**src/verilog/rv32_defs.svh**
```systemverilog
`ifndef RV32_DEFS_SVH
`define RV32_DEFS_SVH

// Fetch and queue sizing
`define FETCH_WIDTH 2
`define QUEUE_DEPTH 8

// Instruction field ranges
`define OPCODE_RANGE  6:0
`define RD_RANGE      11:7
`define FUNC3_RANGE   14:12
`define RS1_RANGE     19:15
`define RS2_RANGE     24:20
`define SHAMT_RANGE   24:20
`define FUNC7_ALT_BIT 30

// Major opcodes
`define OPCODE_LUI    7'b0110111
`define OPCODE_AUIPC  7'b0010111
`define OPCODE_JAL    7'b1101111
`define OPCODE_JALR   7'b1100111
`define OPCODE_BR     7'b1100011
`define OPCODE_L      7'b0000011
`define OPCODE_S      7'b0100011
`define OPCODE_ARITHI 7'b0010011
`define OPCODE_ARITH  7'b0110011

// Branch func3
`define FUNC3_BEQ  3'b000
`define FUNC3_BNE  3'b001
`define FUNC3_BLT  3'b100
`define FUNC3_BGE  3'b101
`define FUNC3_BLTU 3'b110
`define FUNC3_BGEU 3'b111

// Load func3
`define FUNC3_LB  3'b000
`define FUNC3_LH  3'b001
`define FUNC3_LW  3'b010
`define FUNC3_LBU 3'b100
`define FUNC3_LHU 3'b101

// Store func3
`define FUNC3_SB 3'b000
`define FUNC3_SH 3'b001
`define FUNC3_SW 3'b010

// ALU func3, shared by the register and immediate forms
`define FUNC3_ADD  3'b000
`define FUNC3_SLL  3'b001
`define FUNC3_SLT  3'b010
`define FUNC3_SLTU 3'b011
`define FUNC3_XOR  3'b100
`define FUNC3_SR   3'b101
`define FUNC3_OR   3'b110
`define FUNC3_AND  3'b111

`endif
```
**src/verilog/rv32_pkg.sv**
```systemverilog
package rv32_pkg;

    typedef logic [31:0] word_t;
    typedef logic [4:0]  reg_idx_t;

    typedef enum logic [5:0] {
        OPENUM_NOP,
        OPENUM_LUI,
        OPENUM_AUIPC,
        OPENUM_JAL,
        OPENUM_JALR,
        OPENUM_BEQ,
        OPENUM_BNE,
        OPENUM_BLT,
        OPENUM_BGE,
        OPENUM_BLTU,
        OPENUM_BGEU,
        OPENUM_LB,
        OPENUM_LH,
        OPENUM_LW,
        OPENUM_LBU,
        OPENUM_LHU,
        OPENUM_SB,
        OPENUM_SH,
        OPENUM_SW,
        OPENUM_ADDI,
        OPENUM_SLTI,
        OPENUM_SLTIU,
        OPENUM_XORI,
        OPENUM_ORI,
        OPENUM_ANDI,
        OPENUM_SLLI,
        OPENUM_SRLI,
        OPENUM_SRAI,
        OPENUM_ADD,
        OPENUM_SUB,
        OPENUM_SLL,
        OPENUM_SLT,
        OPENUM_SLTU,
        OPENUM_XOR,
        OPENUM_SRL,
        OPENUM_SRA,
        OPENUM_OR,
        OPENUM_AND
    } openum_t;

endpackage

```
**src/verilog/rv32_decode_top.sv**
```systemverilog
`timescale 1ns/1ps
`include "rv32_defs.svh"

module rv32_decode_top import rv32_pkg::*; (
    input  logic                        clk,
    input  logic                        arst_n,
    input  logic                        fetch_valid,
    input  word_t                       fetch_pc,
    input  word_t [`FETCH_WIDTH-1:0]    fetch_insts,
    input  logic                        issue_stall,
    output logic                        fetch_stall,
    output logic                        issue_valid,
    output word_t                       issue_pc,
    output openum_t                     issue_openum,
    output reg_idx_t                    issue_rd,
    output reg_idx_t                    issue_rs1,
    output reg_idx_t                    issue_rs2,
    output word_t                       issue_imm,
    output logic                        issue_is_jump
);

    logic     [`FETCH_WIDTH-1:0] slot_valid;
    word_t    [`FETCH_WIDTH-1:0] slot_inst;
    word_t    [`FETCH_WIDTH-1:0] slot_pc;
    openum_t  [`FETCH_WIDTH-1:0] dec_openum;
    reg_idx_t [`FETCH_WIDTH-1:0] dec_rd;
    reg_idx_t [`FETCH_WIDTH-1:0] dec_rs1;
    reg_idx_t [`FETCH_WIDTH-1:0] dec_rs2;
    word_t    [`FETCH_WIDTH-1:0] dec_imm;
    logic     [`FETCH_WIDTH-1:0] dec_is_jump;

    fetch_aligner u_aligner (
        .clk         (clk),
        .arst_n      (arst_n),
        .fetch_valid (fetch_valid),
        .fetch_pc    (fetch_pc),
        .fetch_insts (fetch_insts),
        .slot_valid  (slot_valid),
        .slot_inst   (slot_inst),
        .slot_pc     (slot_pc)
    );

    for (genvar i = 0; i < `FETCH_WIDTH; i++) begin : g_dec
        inst_decoder u_dec (
            .inst    (slot_inst[i]),
            .openum  (dec_openum[i]),
            .rd      (dec_rd[i]),
            .rs1     (dec_rs1[i]),
            .rs2     (dec_rs2[i]),
            .imm     (dec_imm[i]),
            .is_jump (dec_is_jump[i])
        );
    end

    decode_queue u_queue (
        .clk           (clk),
        .arst_n        (arst_n),
        .slot_valid    (slot_valid),
        .slot_pc       (slot_pc),
        .dec_openum    (dec_openum),
        .dec_rd        (dec_rd),
        .dec_rs1       (dec_rs1),
        .dec_rs2       (dec_rs2),
        .dec_imm       (dec_imm),
        .dec_is_jump   (dec_is_jump),
        .issue_stall   (issue_stall),
        .fetch_stall   (fetch_stall),
        .issue_valid   (issue_valid),
        .issue_pc      (issue_pc),
        .issue_openum  (issue_openum),
        .issue_rd      (issue_rd),
        .issue_rs1     (issue_rs1),
        .issue_rs2     (issue_rs2),
        .issue_imm     (issue_imm),
        .issue_is_jump (issue_is_jump)
    );

endmodule

```
**src/verilog/decode_queue.sv**
```systemverilog
`timescale 1ns/1ps
`include "rv32_defs.svh"

module decode_queue import rv32_pkg::*; (
    input  logic                              clk,
    input  logic                              arst_n,
    input  logic     [`FETCH_WIDTH-1:0]       slot_valid,
    input  word_t    [`FETCH_WIDTH-1:0]       slot_pc,
    input  openum_t  [`FETCH_WIDTH-1:0]       dec_openum,
    input  reg_idx_t [`FETCH_WIDTH-1:0]       dec_rd,
    input  reg_idx_t [`FETCH_WIDTH-1:0]       dec_rs1,
    input  reg_idx_t [`FETCH_WIDTH-1:0]       dec_rs2,
    input  word_t    [`FETCH_WIDTH-1:0]       dec_imm,
    input  logic     [`FETCH_WIDTH-1:0]       dec_is_jump,
    input  logic                              issue_stall,
    output logic                              fetch_stall,
    output logic                              issue_valid,
    output word_t                             issue_pc,
    output openum_t                           issue_openum,
    output reg_idx_t                          issue_rd,
    output reg_idx_t                          issue_rs1,
    output reg_idx_t                          issue_rs2,
    output word_t                             issue_imm,
    output logic                              issue_is_jump
);

    localparam int unsigned AW = $clog2(`QUEUE_DEPTH);
    localparam logic [AW:0] STALL_LVL = (AW + 1)'(`QUEUE_DEPTH - 2 * `FETCH_WIDTH);

    word_t    q_pc   [`QUEUE_DEPTH];
    openum_t  q_op   [`QUEUE_DEPTH];
    reg_idx_t q_rd   [`QUEUE_DEPTH];
    reg_idx_t q_rs1  [`QUEUE_DEPTH];
    reg_idx_t q_rs2  [`QUEUE_DEPTH];
    word_t    q_imm  [`QUEUE_DEPTH];
    logic     q_jump [`QUEUE_DEPTH];

    logic [AW-1:0]           wr_ptr;
    logic [AW-1:0]           rd_ptr;
    logic [AW:0]             count;
    logic [AW:0]             n_wr;
    logic [`FETCH_WIDTH-1:0] keep;
    logic [AW-1:0]           wr_idx [`FETCH_WIDTH];
    logic                    cut;
    logic                    pop;

    // Compact surviving slots; nothing after a jump is kept
    always_comb begin
        n_wr = '0;
        cut  = 1'b0;
        for (int i = 0; i < `FETCH_WIDTH; i++) begin
            keep[i]   = slot_valid[i] && !cut;
            wr_idx[i] = wr_ptr + n_wr[AW-1:0];
            if (keep[i]) begin
                n_wr = n_wr + 1'b1;
            end
            if (slot_valid[i] && dec_is_jump[i]) begin
                cut = 1'b1;
            end
        end
    end

    assign issue_valid = (count != '0);
    assign pop         = issue_valid && !issue_stall;
    assign fetch_stall = (count > STALL_LVL); // Room for two more packets

    always_ff @(posedge clk or negedge arst_n) begin
        if (!arst_n) begin
            wr_ptr <= '0;
            rd_ptr <= '0;
            count  <= '0;
        end else begin
            wr_ptr <= wr_ptr + n_wr[AW-1:0];
            if (pop) begin
                rd_ptr <= rd_ptr + 1'b1;
            end
            count <= count + n_wr - {{AW{1'b0}}, pop};
        end
    end

    always_ff @(posedge clk) begin
        for (int i = 0; i < `FETCH_WIDTH; i++) begin
            if (keep[i]) begin
                q_pc[wr_idx[i]]   <= slot_pc[i];
                q_op[wr_idx[i]]   <= dec_openum[i];
                q_rd[wr_idx[i]]   <= dec_rd[i];
                q_rs1[wr_idx[i]]  <= dec_rs1[i];
                q_rs2[wr_idx[i]]  <= dec_rs2[i];
                q_imm[wr_idx[i]]  <= dec_imm[i];
                q_jump[wr_idx[i]] <= dec_is_jump[i];
            end
        end
    end

    assign issue_pc      = q_pc[rd_ptr]; // Head entry
    assign issue_openum  = q_op[rd_ptr];
    assign issue_rd      = q_rd[rd_ptr];
    assign issue_rs1     = q_rs1[rd_ptr];
    assign issue_rs2     = q_rs2[rd_ptr];
    assign issue_imm     = q_imm[rd_ptr];
    assign issue_is_jump = q_jump[rd_ptr];

endmodule

```
**src/verilog/inst_decoder.sv**
```systemverilog
`timescale 1ns/1ps
`include "rv32_defs.svh"

module inst_decoder import rv32_pkg::*; (
    input  word_t    inst,
    output openum_t  openum,
    output reg_idx_t rd,
    output reg_idx_t rs1,
    output reg_idx_t rs2,
    output word_t    imm,
    output logic     is_jump
);

    logic [2:0] func3;
    logic       alt;

    assign func3 = inst[`FUNC3_RANGE];
    assign alt   = inst[`FUNC7_ALT_BIT]; // Selects SUB and arithmetic shift

    always_comb begin
        openum  = OPENUM_NOP;
        rd      = inst[`RD_RANGE];
        rs1     = inst[`RS1_RANGE];
        rs2     = inst[`RS2_RANGE];
        imm     = '0;
        is_jump = 1'b0;

        case (inst[`OPCODE_RANGE])
            `OPCODE_LUI: begin
                openum = OPENUM_LUI;
                imm    = {inst[31:12], 12'b0};
            end
            `OPCODE_AUIPC: begin
                openum = OPENUM_AUIPC;
                imm    = {inst[31:12], 12'b0};
            end
            `OPCODE_JAL: begin
                openum  = OPENUM_JAL;
                imm     = {{12{inst[31]}}, inst[19:12], inst[20], inst[30:21], 1'b0};
                is_jump = 1'b1;
            end
            `OPCODE_JALR: begin
                openum  = OPENUM_JALR;
                imm     = {{21{inst[31]}}, inst[30:20]};
                is_jump = 1'b1;
            end
            `OPCODE_L: begin
                imm = {{21{inst[31]}}, inst[30:20]};
                case (func3)
                    `FUNC3_LB:  openum = OPENUM_LB;
                    `FUNC3_LH:  openum = OPENUM_LH;
                    `FUNC3_LW:  openum = OPENUM_LW;
                    `FUNC3_LBU: openum = OPENUM_LBU;
                    `FUNC3_LHU: openum = OPENUM_LHU;
                    default:    openum = OPENUM_NOP;
                endcase
            end
            `OPCODE_ARITHI: begin
                imm = {{21{inst[31]}}, inst[30:20]};
                case (func3)
                    `FUNC3_ADD:  openum = OPENUM_ADDI;
                    `FUNC3_SLT:  openum = OPENUM_SLTI;
                    `FUNC3_SLTU: openum = OPENUM_SLTIU;
                    `FUNC3_XOR:  openum = OPENUM_XORI;
                    `FUNC3_OR:   openum = OPENUM_ORI;
                    `FUNC3_AND:  openum = OPENUM_ANDI;
                    `FUNC3_SLL: begin
                        openum = OPENUM_SLLI;
                        imm    = {27'b0, inst[`SHAMT_RANGE]}; // Shift amount only
                    end
                    default: begin
                        if (alt) begin
                            openum = OPENUM_SRAI;
                        end else begin
                            openum = OPENUM_SRLI;
                        end
                        imm = {27'b0, inst[`SHAMT_RANGE]};
                    end
                endcase
            end
            `OPCODE_BR: begin
                rd      = '0; // No destination
                imm     = {{20{inst[31]}}, inst[7], inst[30:25], inst[11:8], 1'b0};
                is_jump = 1'b1;
                case (func3)
                    `FUNC3_BEQ:  openum = OPENUM_BEQ;
                    `FUNC3_BNE:  openum = OPENUM_BNE;
                    `FUNC3_BLT:  openum = OPENUM_BLT;
                    `FUNC3_BGE:  openum = OPENUM_BGE;
                    `FUNC3_BLTU: openum = OPENUM_BLTU;
                    `FUNC3_BGEU: openum = OPENUM_BGEU;
                    default:     openum = OPENUM_NOP;
                endcase
            end
            `OPCODE_S: begin
                rd  = '0;
                imm = {{21{inst[31]}}, inst[30:25], inst[`RD_RANGE]};
                case (func3)
                    `FUNC3_SB: openum = OPENUM_SB;
                    `FUNC3_SH: openum = OPENUM_SH;
                    `FUNC3_SW: openum = OPENUM_SW;
                    default:   openum = OPENUM_NOP;
                endcase
            end
            `OPCODE_ARITH: begin
                case (func3)
                    `FUNC3_ADD: begin
                        if (alt) begin
                            openum = OPENUM_SUB;
                        end else begin
                            openum = OPENUM_ADD;
                        end
                    end
                    `FUNC3_SR: begin
                        if (alt) begin
                            openum = OPENUM_SRA;
                        end else begin
                            openum = OPENUM_SRL;
                        end
                    end
                    `FUNC3_SLL:  openum = OPENUM_SLL;
                    `FUNC3_SLT:  openum = OPENUM_SLT;
                    `FUNC3_SLTU: openum = OPENUM_SLTU;
                    `FUNC3_XOR:  openum = OPENUM_XOR;
                    `FUNC3_OR:   openum = OPENUM_OR;
                    default:     openum = OPENUM_AND;
                endcase
            end
            default: begin
                openum = OPENUM_NOP; // Unknown opcode
                imm    = '0;
            end
        endcase
    end

endmodule

```
**src/verilog/fetch_aligner.sv**
```systemverilog
`timescale 1ns/1ps
`include "rv32_defs.svh"

module fetch_aligner import rv32_pkg::*; (
    input  logic                           clk,
    input  logic                           arst_n,
    input  logic                           fetch_valid,
    input  word_t                          fetch_pc,
    input  word_t [`FETCH_WIDTH-1:0]       fetch_insts,
    output logic  [`FETCH_WIDTH-1:0]       slot_valid,
    output word_t [`FETCH_WIDTH-1:0]       slot_inst,
    output word_t [`FETCH_WIDTH-1:0]       slot_pc
);

    localparam word_t PKT_MASK = word_t'(`FETCH_WIDTH * 4 - 1);

    word_t                    pkt_base;
    word_t [`FETCH_WIDTH-1:0] addr;
    logic  [`FETCH_WIDTH-1:0] in_pkt;

    assign pkt_base = fetch_pc & ~PKT_MASK; // Packet aligned base

    always_comb begin
        for (int i = 0; i < `FETCH_WIDTH; i++) begin
            addr[i]   = pkt_base + word_t'(4 * i);
            in_pkt[i] = (addr[i] >= fetch_pc); // Drop slots before entry PC
        end
    end

    always_ff @(posedge clk or negedge arst_n) begin
        if (!arst_n) begin
            slot_valid <= '0;
        end else if (fetch_valid) begin
            slot_valid <= in_pkt;
        end else begin
            slot_valid <= '0; // One cycle pulse
        end
    end

    always_ff @(posedge clk) begin
        if (fetch_valid) begin
            slot_inst <= fetch_insts;
            slot_pc   <= addr;
        end
    end

endmodule

```
**config.mk**
```make
export PLATFORM = sky130hd
export DESIGN_NAME = rv32_decode_top
export DESIGN_NICKNAME = d
export VERILOG_FILES = /design/src/verilog/rv32_pkg.sv /design/src/verilog/rv32_decode_top.sv /design/src/verilog/decode_queue.sv /design/src/verilog/inst_decoder.sv /design/src/verilog/fetch_aligner.sv
export VERILOG_INCLUDE_DIRS = /design/src /design/src/verilog
export SDC_FILE = /design/constraint.sdc
export NUM_CORES = 1
export LEC_CHECK = 0
export BUFFER_PORTS_ARGS = -buffer_cell sky130_fd_sc_hd__buf_2
export CORE_MARGIN = 5
export CORE_UTILIZATION = 42
export DETAILED_ROUTE_END_ITERATION = 7
export HOLD_SLACK_MARGIN = 0.12
export PLACE_DENSITY = 0.71
export SLEW_MARGIN = 20
export SYNTH_ARGS = -nofsm -noshare
export SYNTH_HDL_FRONTEND = slang
export SYNTH_SLANG_ARGS = --single-unit
export TNS_END_PERCENT = 1
```
**constraint.sdc**
```tcl
create_clock -name clk -period 4.9 [get_ports clk]
set_clock_uncertainty 0.1 [all_clocks]
set_input_delay 0.49 -clock clk [delete_from_list [all_inputs] [get_ports clk]]
set_output_delay 0.49 -clock clk [all_outputs]
set_load 0.01 [all_outputs]
```
# After elaboration in Yosys (flattened, before gate mapping)
# Memories as Yosys holds them, arrays and structs flattened.
# Index checks and enable logic that the tools add are counted.
[totals]
ramBits = 688
inputBits = 100
mem_count = 7
out_inout_bits = 88
ff_bits = 137
[op_classes]
order_cmp = 3
n_reduce_logical = 18
eq_ne = 32
n_addsub = 7
mux = 34
[mem_list]
columns = ["name", "depth", "width", "rd", "rd_clocked_by_memory_dff", "wr", "line", "source"]
rows = [
  ["u_queue.q_imm", 8, 32, 1, 0, 2, "decode_queue.sv:35", "word_t q_imm [`QUEUE_DEPTH];"],
  ["u_queue.q_pc", 8, 32, 1, 0, 2, "decode_queue.sv:30", "word_t q_pc [`QUEUE_DEPTH];"],
  ["u_queue.q_op", 8, 6, 1, 0, 2, "decode_queue.sv:31", "openum_t q_op [`QUEUE_DEPTH];"],
  ["u_queue.q_rd", 8, 5, 1, 0, 2, "decode_queue.sv:32", "reg_idx_t q_rd [`QUEUE_DEPTH];"],
  ["u_queue.q_rs1", 8, 5, 1, 0, 2, "decode_queue.sv:33", "reg_idx_t q_rs1 [`QUEUE_DEPTH];"],
  ["u_queue.q_rs2", 8, 5, 1, 0, 2, "decode_queue.sv:34", "reg_idx_t q_rs2 [`QUEUE_DEPTH];"],
  ["+1 memories", "--", "--", "--", "--", "--", "--", ""],
]
[ops]
columns = ["cell", "n"]
rows = [
  ["$pmux W32 S6", 2],
  ["$pmux W6 S7", 4],
  ["$pmux W6 S9", 2],
  ["$ge A32 B32 Y1", 2],
  ["$mux W32", 2],
  ["$pmux W4 S6", 2],
  ["$eq A7 B6 Y1 const B", 6],
  ["$eq A7 B7 Y1 const B", 6],
  ["$pmux W4 S5", 2],
  ["$add A32 B3 Y32 const B", 1],
  ["$pmux W5 S3", 2],
  ["$eq A7 B5 Y1 const B", 4],
  ["$eq A3 B3 Y1 const B", 8],
  ["$eq A7 B2 Y1 const B", 2],
  ["$mux W1", 14],
  ["$eq A3 B2 Y1 const B", 4],
  ["$reduce_or A2 Y1", 6],
  ["$reduce_or A6 Y1", 2],
  ["$mux W5", 2],
  ["$add A3 B3 Y3", 2],
  ["$eq A3 B1 Y1 const B", 2],
  ["$logic_not A3 Y1", 2],
  ["$reduce_or A3 Y1", 2],
  ["$add A4 B1 Y4 const B", 1],
  ["other kinds (9)", 12],
]

# Longest topological paths before layout
# Gate-level depths: netlist of run 1.
[logic_depth]
word_depth = 10
depth_mapped = 12
mapped_depth_nobuf = 12

# Hierarchy
# Synthesis of run 1 repeated with hierarchy kept, for this count alone.
[unflattened]
hier_cells = 2299
area_unflattened_um2 = 39954.6
[modules_own_cells]
columns = ["mod", "seq_area_each_um2", "area_each_um2", "instances", "cells_each"]
rows = [
  ["decode_queue", 20910.1, 34712.0, 1, 1834],
  ["fetch_aligner", 2842.7, 3139.3, 1, 135],
  ["inst_decoder (g_dec[0].u_dec)", 0.0, 1127.3, 1, 179],
  ["inst_decoder (g_dec[1].u_dec)", 0.0, 975.9, 1, 151],
]

# Worst setup path before layout of run 1
# Ideal clock, no wire load.
[synth_timing]
path_type = "register to register"
startpoint = "register u_aligner.slot_valid[0]"
endpoint = "memory u_queue.q_imm[5][0] (netlist name) (enable)"
synth_period_minus_slack_ps = 4688
stages_incl_launch_ff = 7
t_arrival_ps = 4111
setup_time_ps = 477
setup_slack_ps = 212
path_buffers = 1
path_cell_list = "dfrtp_1 -> ha_1 -> ha_1 -> xor2_4 -> nand3_2 -> nand2_1 -> clkbuf_1"
[synth_lines]
columns = ["item", "line", "source"]
rows = [
  ["start: declaration", "fetch_aligner.sv:10", "output logic [`FETCH_WIDTH-1:0] slot_valid,"],
  ["start signal: assignment", "fetch_aligner.sv:34", "slot_valid <= in_pkt;"],
  ["end: declaration", "decode_queue.sv:35", ""],
]

==> flow_summary.toml, run 1 <==
[clock_tree]
cts_resized = 0
clock_latency_ps = 650
cts_tree = "done"
clock-sinks = 777
htree_levels = 3
root_buffer = "clkbuf_16"
cts_max_path_buffers = 3
clk_pin_slew_ps = 60
cts_buffers = 82

[global_routing]
grt-busiest-layer = "met2"
met3_usage_pct = 3.86
grt_pass1_wl_um = 150000
grt_max_degree = 82
overflow = 0
use_met1_pct = 29.3
grt_antenna_before_repair = 0
grt_pass1_vias = 23200
grt_usage_pct = 21.0
grt_use_met2_pct = 34.5

[sta]
finalSetupViolCount = 0
fin_crit_sh_pct = 74.6
maxSlewViolCount = 0
final_hold_viol_count = 0
rsz0062_at_grt = "false"
maxSlewHeadroom_pct = 21.9
worst_pin_slew_ps = 1170
setup_tns_ps = 0
max_freq_ghz = 0.273
finalCriticalPeriod_ps = 3660
setup_ws_ps = 1240

[placed_design]
globalplace.congestion = 0.859
dp_worst_setup_slack_ps = 1280
port_buffers = 185
dp_cells = 3785
hpwl_um = 61400

[power]
p_leak_nw = 15.5
ir_drop_v = 0.000395
p_seq_share_pct = 40.4
internal-power_mw = 14.7
power_mw = 21.6
cellPowerDensity_nw_per_um2 = 510
p_sw_mw = 6.91
pwr-share-comb_pct = 31.1
switching_share_pct = 31.9
clkPwrFrac_pct = 28.5

[synthesis]
postSynthCellCount = 2583
synth_cell_type_count = 78
syn_avg_cell_area_um2 = 14.2
ys_warn_count = 0
netlist_area_um2 = 36700
synth-seq-cells = 777
yosysTopAreaCell = "edfxtp_1"
ys_seq_area_share_pct = 63.2
async_reset_ff_share_pct = 1.54
synthTopCellsByArea = "edfxtp_1 62%, mux4_2 10%, nand2_1 4.1%, a22oi_1 3.2%, mux2_2 2.9%"
synth_edf_count = 757
yosysTopAreaCellShare_pct = 62.0
ys.flop_type = "edfxtp_1"

[worst_setup_path]
worst-path-buf-inv = 2
critical_path.endpoint_type = "register"
worstPathCellList = "ha_1, ha_1, xor2_4, nand3_2, and2_1, inv_4, buf_4"
cpMostUsedCell = "ha_1"
cp-start-kind = "register"
crit_fanout = 47
cp.arrival_ps = 3820
cp_slowest_cell = "buf_4"
crit_type = "register to register"
critical-path-top-delay-family = "buffers and inverters"
cp.required_ps = 5060
slowest_delay_ps = 770

[floorplan]
core-area_um2 = 86800
fp-row-count = 108
die_w_um = 306
io_pins = 188
dieHeight_um = 306
dieArea_um2 = 93400
initial_utilization_pct = 42.3

[final_layout]
nFillCells = 7384
multiInputGateArea_um2 = 12600
diodes = 0
finalNonFillerCells = 4034
final_nets = 2926
seq_area_um2 = 23200
drive_above_1_share_pct = 23.6
area_growth_pct = 15.7
final_common_cell = "edfxtp_1"
layout_common_cells = "757 x edfxtp_1, 393 x nand2_1, 184 x buf_2, 168 x mux4_2, 157 x a22oi_1"

[route]
drt_first_pass_iters = 5
drc = 0
vias = 23400
wirelength_um = 99700
final_antenna_net_count = 0
drtIter0Drc = 2871
avgViaCountPerCell = 5.81
drt-wirelength-per-cell_um = 24.7

[min_path]
hold_class = "input port to register"

[run]
drv_cap = 0

[status]
status = "finished, final reports clean"
[cell usage after synthesis, drive strengths merged (3+ instances only)]
cell	count
nor2	91
or2	4
xor2	5
a211o	3
clkbuf	100
buf	94
dfxtp	8
mux4	168
a32oi	3
and3	4
dfrtp	12
a22o	4
and2	128
nand2b	4
nor4b	3
a21o	5
inv	22
ha	12
o21ai	137
nand2	398
nand4	3
or3	4
nor2b	132
xnor2	6
edfxtp	757
nand3b	4
mux2	94
a22oi	157
mux2i	42
nor3	19
o22ai	5
a21oi	62
nand3	61
[cell families (layout without fill, tap and decap cells)]
group,after synthesis,count (layout),share of synthesized area [%]
buf+inv,216,511,2.60
simple gates,864,864,12.0
xor+xnor,11,11,0.365
compound gates,396,396,6.95
other cells,1,2,0.0102
mux,304,304,14.3
flops,777,777,63.2
fa+ha+maj,14,14,0.518
[metrics by stage]
stage / util, % / hold WS, ps / instance area [um^2]
floorplan: - / 94.4 / 36700
global placement: 44.8 / 291 / 38800
detailed placement: 44.8 / 294 / 38800
CTS: 48.9 / 129 / 42500
global route: 48.9 / 154 / 42500
finish: 48.9 / 142 / 42500
[cell type report]
type                            instances  area share, %
Sequential cell                       777           54.7
Multi-Input combinational cell       1591           29.7
Timing Repair Buffer                  338           5.85
Clock buffer                          103           5.04
Tap cell                             1155           3.40
Clock inverter                         48           1.16
Inverter                               22          0.218
[worst reg2reg max path, delay by kind of cell, from the launching register on]
kind                     cells  cell delay [ps]
flip-flops                   1              520
adder cells (fa/ha/maj)      2              570
AND/OR/NAND/NOR              2              340
buffers and inverters        2             1260
XOR/XNOR                     1              440
[per-layer routing]
metal  share of wire [%]  vias to the layer above
met2                  49                     1300
met5                   0                        -
met4                 2.1                        0
met3                 9.5                      131
met1                  39                    11700
li1                    -                    10300
[flip-flops by register name, indices dropped and copies added (netlist names)]
name / count
u_queue.q_rd: 40
u_queue.q_op: 48
u_queue.count: 4
u_queue.q_rs1: 40
u_aligner.slot_valid: 2
u_queue.q_pc: 240
u_queue.q_jump: 8
u_aligner.slot_pc: 29
u_queue.q_imm: 256
u_aligner.slot_inst: 64
u_queue.wr_ptr: 3
u_queue.q_rs2: 40
u_queue.rd_ptr: 3
[power groups by stage]
| stage | clock (mW) | combinational [mW] | sequential [mW] |
|---|---|---|---|
| 2_1_floorplan | 0 | 4.59 | 8.56 |
| 3_3_place_gp | 0 | 6.72 | 8.85 |
| 3_5_place_dp | 0 | 6.79 | 8.87 |
| 4_1_cts | 6.24 | 6.88 | 8.74 |
| 5_1_grt | 6.51 | 7.25 | 8.80 |
| 6_report | 6.16 | 6.74 | 8.75 |
[worst paths after layout]
kind	startpoint	to	slack [ps]	cells after the start
min	fetch_pc[1]	u_aligner.slot_valid[1]	140	3
min in group asynchronous	arst_n	u_queue.count[2]	220	2
max reg2reg	u_aligner.slot_valid[0]	u_queue.q_pc[4][9]	1240	7
max	u_aligner.slot_valid[0]	u_queue.q_pc[4][9]	1240	7
min reg2reg	u_queue.q_pc[6][2]	u_queue.q_pc[6][2]	340	2
max in group asynchronous	arst_n	u_queue.rd_ptr[1]	4210	2
[what timing repair did]
item | in CTS | in global routing
setup buffers | 0 | 0
hold buffers | 98 | 0
hold endpoints to repair | 116 | 0
setup endpoints to repair | 0 | 0
Power figures use the tool's default switching activity.
==> run 2, diff against run 1 <==
Settings changed: PLACE_DENSITY 0.71 to 0.69.
Clock period 4.9 ns to 3.5 ns, I/O delays scaled along.
==> run 2 against run 1 <==
- sequential share of layout area decreased by 0.64 points
- total power increased by 42%
- setup slack got worse by 1000 ps
- flip-flop and latch count unchanged
- routed wire length increased by 3.9%
- critical path depth decreased by 1
- fmax increased by 12%
- design area increased by 1.2%
- die area unchanged
- register-to-register slack got worse by 1000 ps
- critical path type unchanged
- largest cell class unchanged
- highest routed layer unchanged
==> flow_summary.toml, run 2 (synthesis results as in run 1) <==
[worst_setup_path]
cp.depth = 6
critical_path.endpoint_type = "register"
cpMostUsedCell = "ha_1"
slowest_delay_ps = 800
reg2reg_depth = 6
r2r-start = "u_aligner.slot_valid[0]"
ff2ff_setup_slack_ps = 220
cp-start-kind = "register"
worst-path-buf-inv = 0
crit_type = "register to register"
cp.arrival_ps = 3510
critical-path-top-delay-family = "simple AND/OR/NAND/NOR gates"
worstPathCellList = "ha_1, ha_1, xnor2_4, nand3_2, nor2_1, a22oi_1"
crit_fanout = 11
startpoint = "u_aligner.slot_valid[0]"
cp.required_ps = 3730
critPathCapture = "u_queue.q_imm[0][24]"
r2r_end = "u_queue.q_imm[0][24]"
cp_slowest_cell = "nor2_1"

[route]
wl_met2_um = 51100
drtIter0Drc = 2710
drt-wirelength-per-cell_um = 25.4
top_layer = "met4"
routed-wl-met3_um = 10100
avgViaCountPerCell = 5.81
wirelength_um = 104000
met1_length_um = 38800
drt_first_pass_iters = 5
vias = 23700
final_antenna_net_count = 0
drc = 0

[power]
internal-power_mw = 20.9
p_leak_nw = 15.8
pwr-share-comb_pct = 31.6
p_sw_mw = 9.75
cellPowerDensity_nw_per_um2 = 714
clkPwrFrac_pct = 28.3
p_seq_share_pct = 40.1
power_mw = 30.7
ir_drop_v = 0.000440
switching_share_pct = 31.8

[clock_tree]
cts_max_path_buffers = 3
cts_buffers = 84
cts_tree = "done"
root_buffer = "clkbuf_16"
cts_resized = 0
htree_levels = 3
clk_pin_slew_ps = 60
clock-sinks = 777
clock_latency_ps = 640

[final_layout]
nFillCells = 7307
final_common_cell = "edfxtp_1"
fin_util_pct = 49.5
layout_common_cells = "757 x edfxtp_1, 393 x nand2_1, 184 x buf_2, 168 x mux4_2, 157 x a22oi_1"
final_nets = 2974
diodes = 0
largest_reg_flops = 256
drive_above_1_share_pct = 24.9
area_growth_pct = 17.1

[floorplan]
fp-row-count = 108
io_pins = 188
core-area_um2 = 86800
initial_utilization_pct = 42.3
dieHeight_um = 306
dieArea_um2 = 93400
die_w_um = 306

[sta]
max_freq_ghz = 0.305
fin_crit_sh_pct = 93.6
finalSetupViolCount = 0
finalCriticalPeriod_ps = 3280
maxSlewViolCount = 0
setup_ws_ps = 222
final_hold_viol_count = 0
holdWs_ps = 285
maxSlewHeadroom_pct = 26.2
worst_pin_slew_ps = 1110
rsz0062_at_grt = "false"

[global_routing]
grt_pass1_vias = 24000
overflow = 0
grt_max_degree = 95
grt_pass1_wl_um = 154000
grt_usage_pct = 21.8
grt_antenna_before_repair = 1

[placed_design]
globalplace.congestion = 0.879
dp_worst_setup_slack_ps = 278
hpwl_um = 63900
port_buffers = 185

[status]
status = "finished, final reports clean"

[min_path]
hold_class = "input port to register"

[run]
drv_cap = 0
[run 2: per-layer routing]
layer / vias up / track usage, %
met5: - / 0
met4: 0 / 7.04
met3: 207 / 4.89
met2: 1268 / 36.5
met1: 11900 / 28.6
li1: 10400 / -
[run 2: cell type report]
type                       count  area, um^2  share of cell area (%)
sequential                   777       23200                    54.0
multi-input combinational   1591       12600                    29.3
timing repair buffer         384        2970                    6.92
clock buffer                 101        2230                    5.19
tap                         1155        1450                    3.36
clock inverter                50         428                   0.996
inverter                      22        87.6                   0.204
[run 2: power by group through the flow]
stage / registers [mW] / logic, mW / clock network (mW)
floorplan: 12.0 / 6.43 / 0
finish: 12.3 / 9.69 / 8.68
detailed placement: 12.5 / 9.63 / 0
CTS: 12.3 / 9.75 / 8.83
global route: 12.4 / 10.4 / 9.24
global placement: 12.4 / 9.49 / 0
[run 2: what timing repair did]
item                                   in CTS  in global routing
setup buffers                               0                 10
endpoints found under the hold margin     110                  0
setup endpoints to repair                   0                  3
hold buffers                              100                  0
[run 2: per-stage QoR]
stage | instances | TNS [ps] | instance area (um^2)
6_report | 4080 | 0 | 42900
4_1_cts | 4070 | 0 | 42900
3_5_place_dp | 3819 | 0 | 39200
5_1_grt | 4080 | 0 | 42900
2_1_floorplan | 2584 | -536220 | 36700
3_3_place_gp | 3819 | 0 | 39200
[run 2: how the worst min path moves through the flow]
stage	start	to	slack (ps)	cells after the start
after floorplan	arst_n	u_aligner.slot_valid[0]	-50	0
after global placement	arst_n	u_queue.rd_ptr[0]	150	1
after detailed placement	arst_n	u_queue.count[2]	150	1
after CTS	fetch_insts[4]	u_aligner.slot_inst[4]	280	2
after global routing	fetch_insts[21]	u_aligner.slot_inst[21]	290	2
final	fetch_valid	u_aligner.slot_inst[57]	280	2
[run 2: worst reg2reg max path, cell delays in order (launching register included)]
cell and delay, ps:
dfrtp_1 490, ha_1 260, ha_1 300, xnor2_4 460
nand3_2 380, nor2_1 800, a22oi_1 180
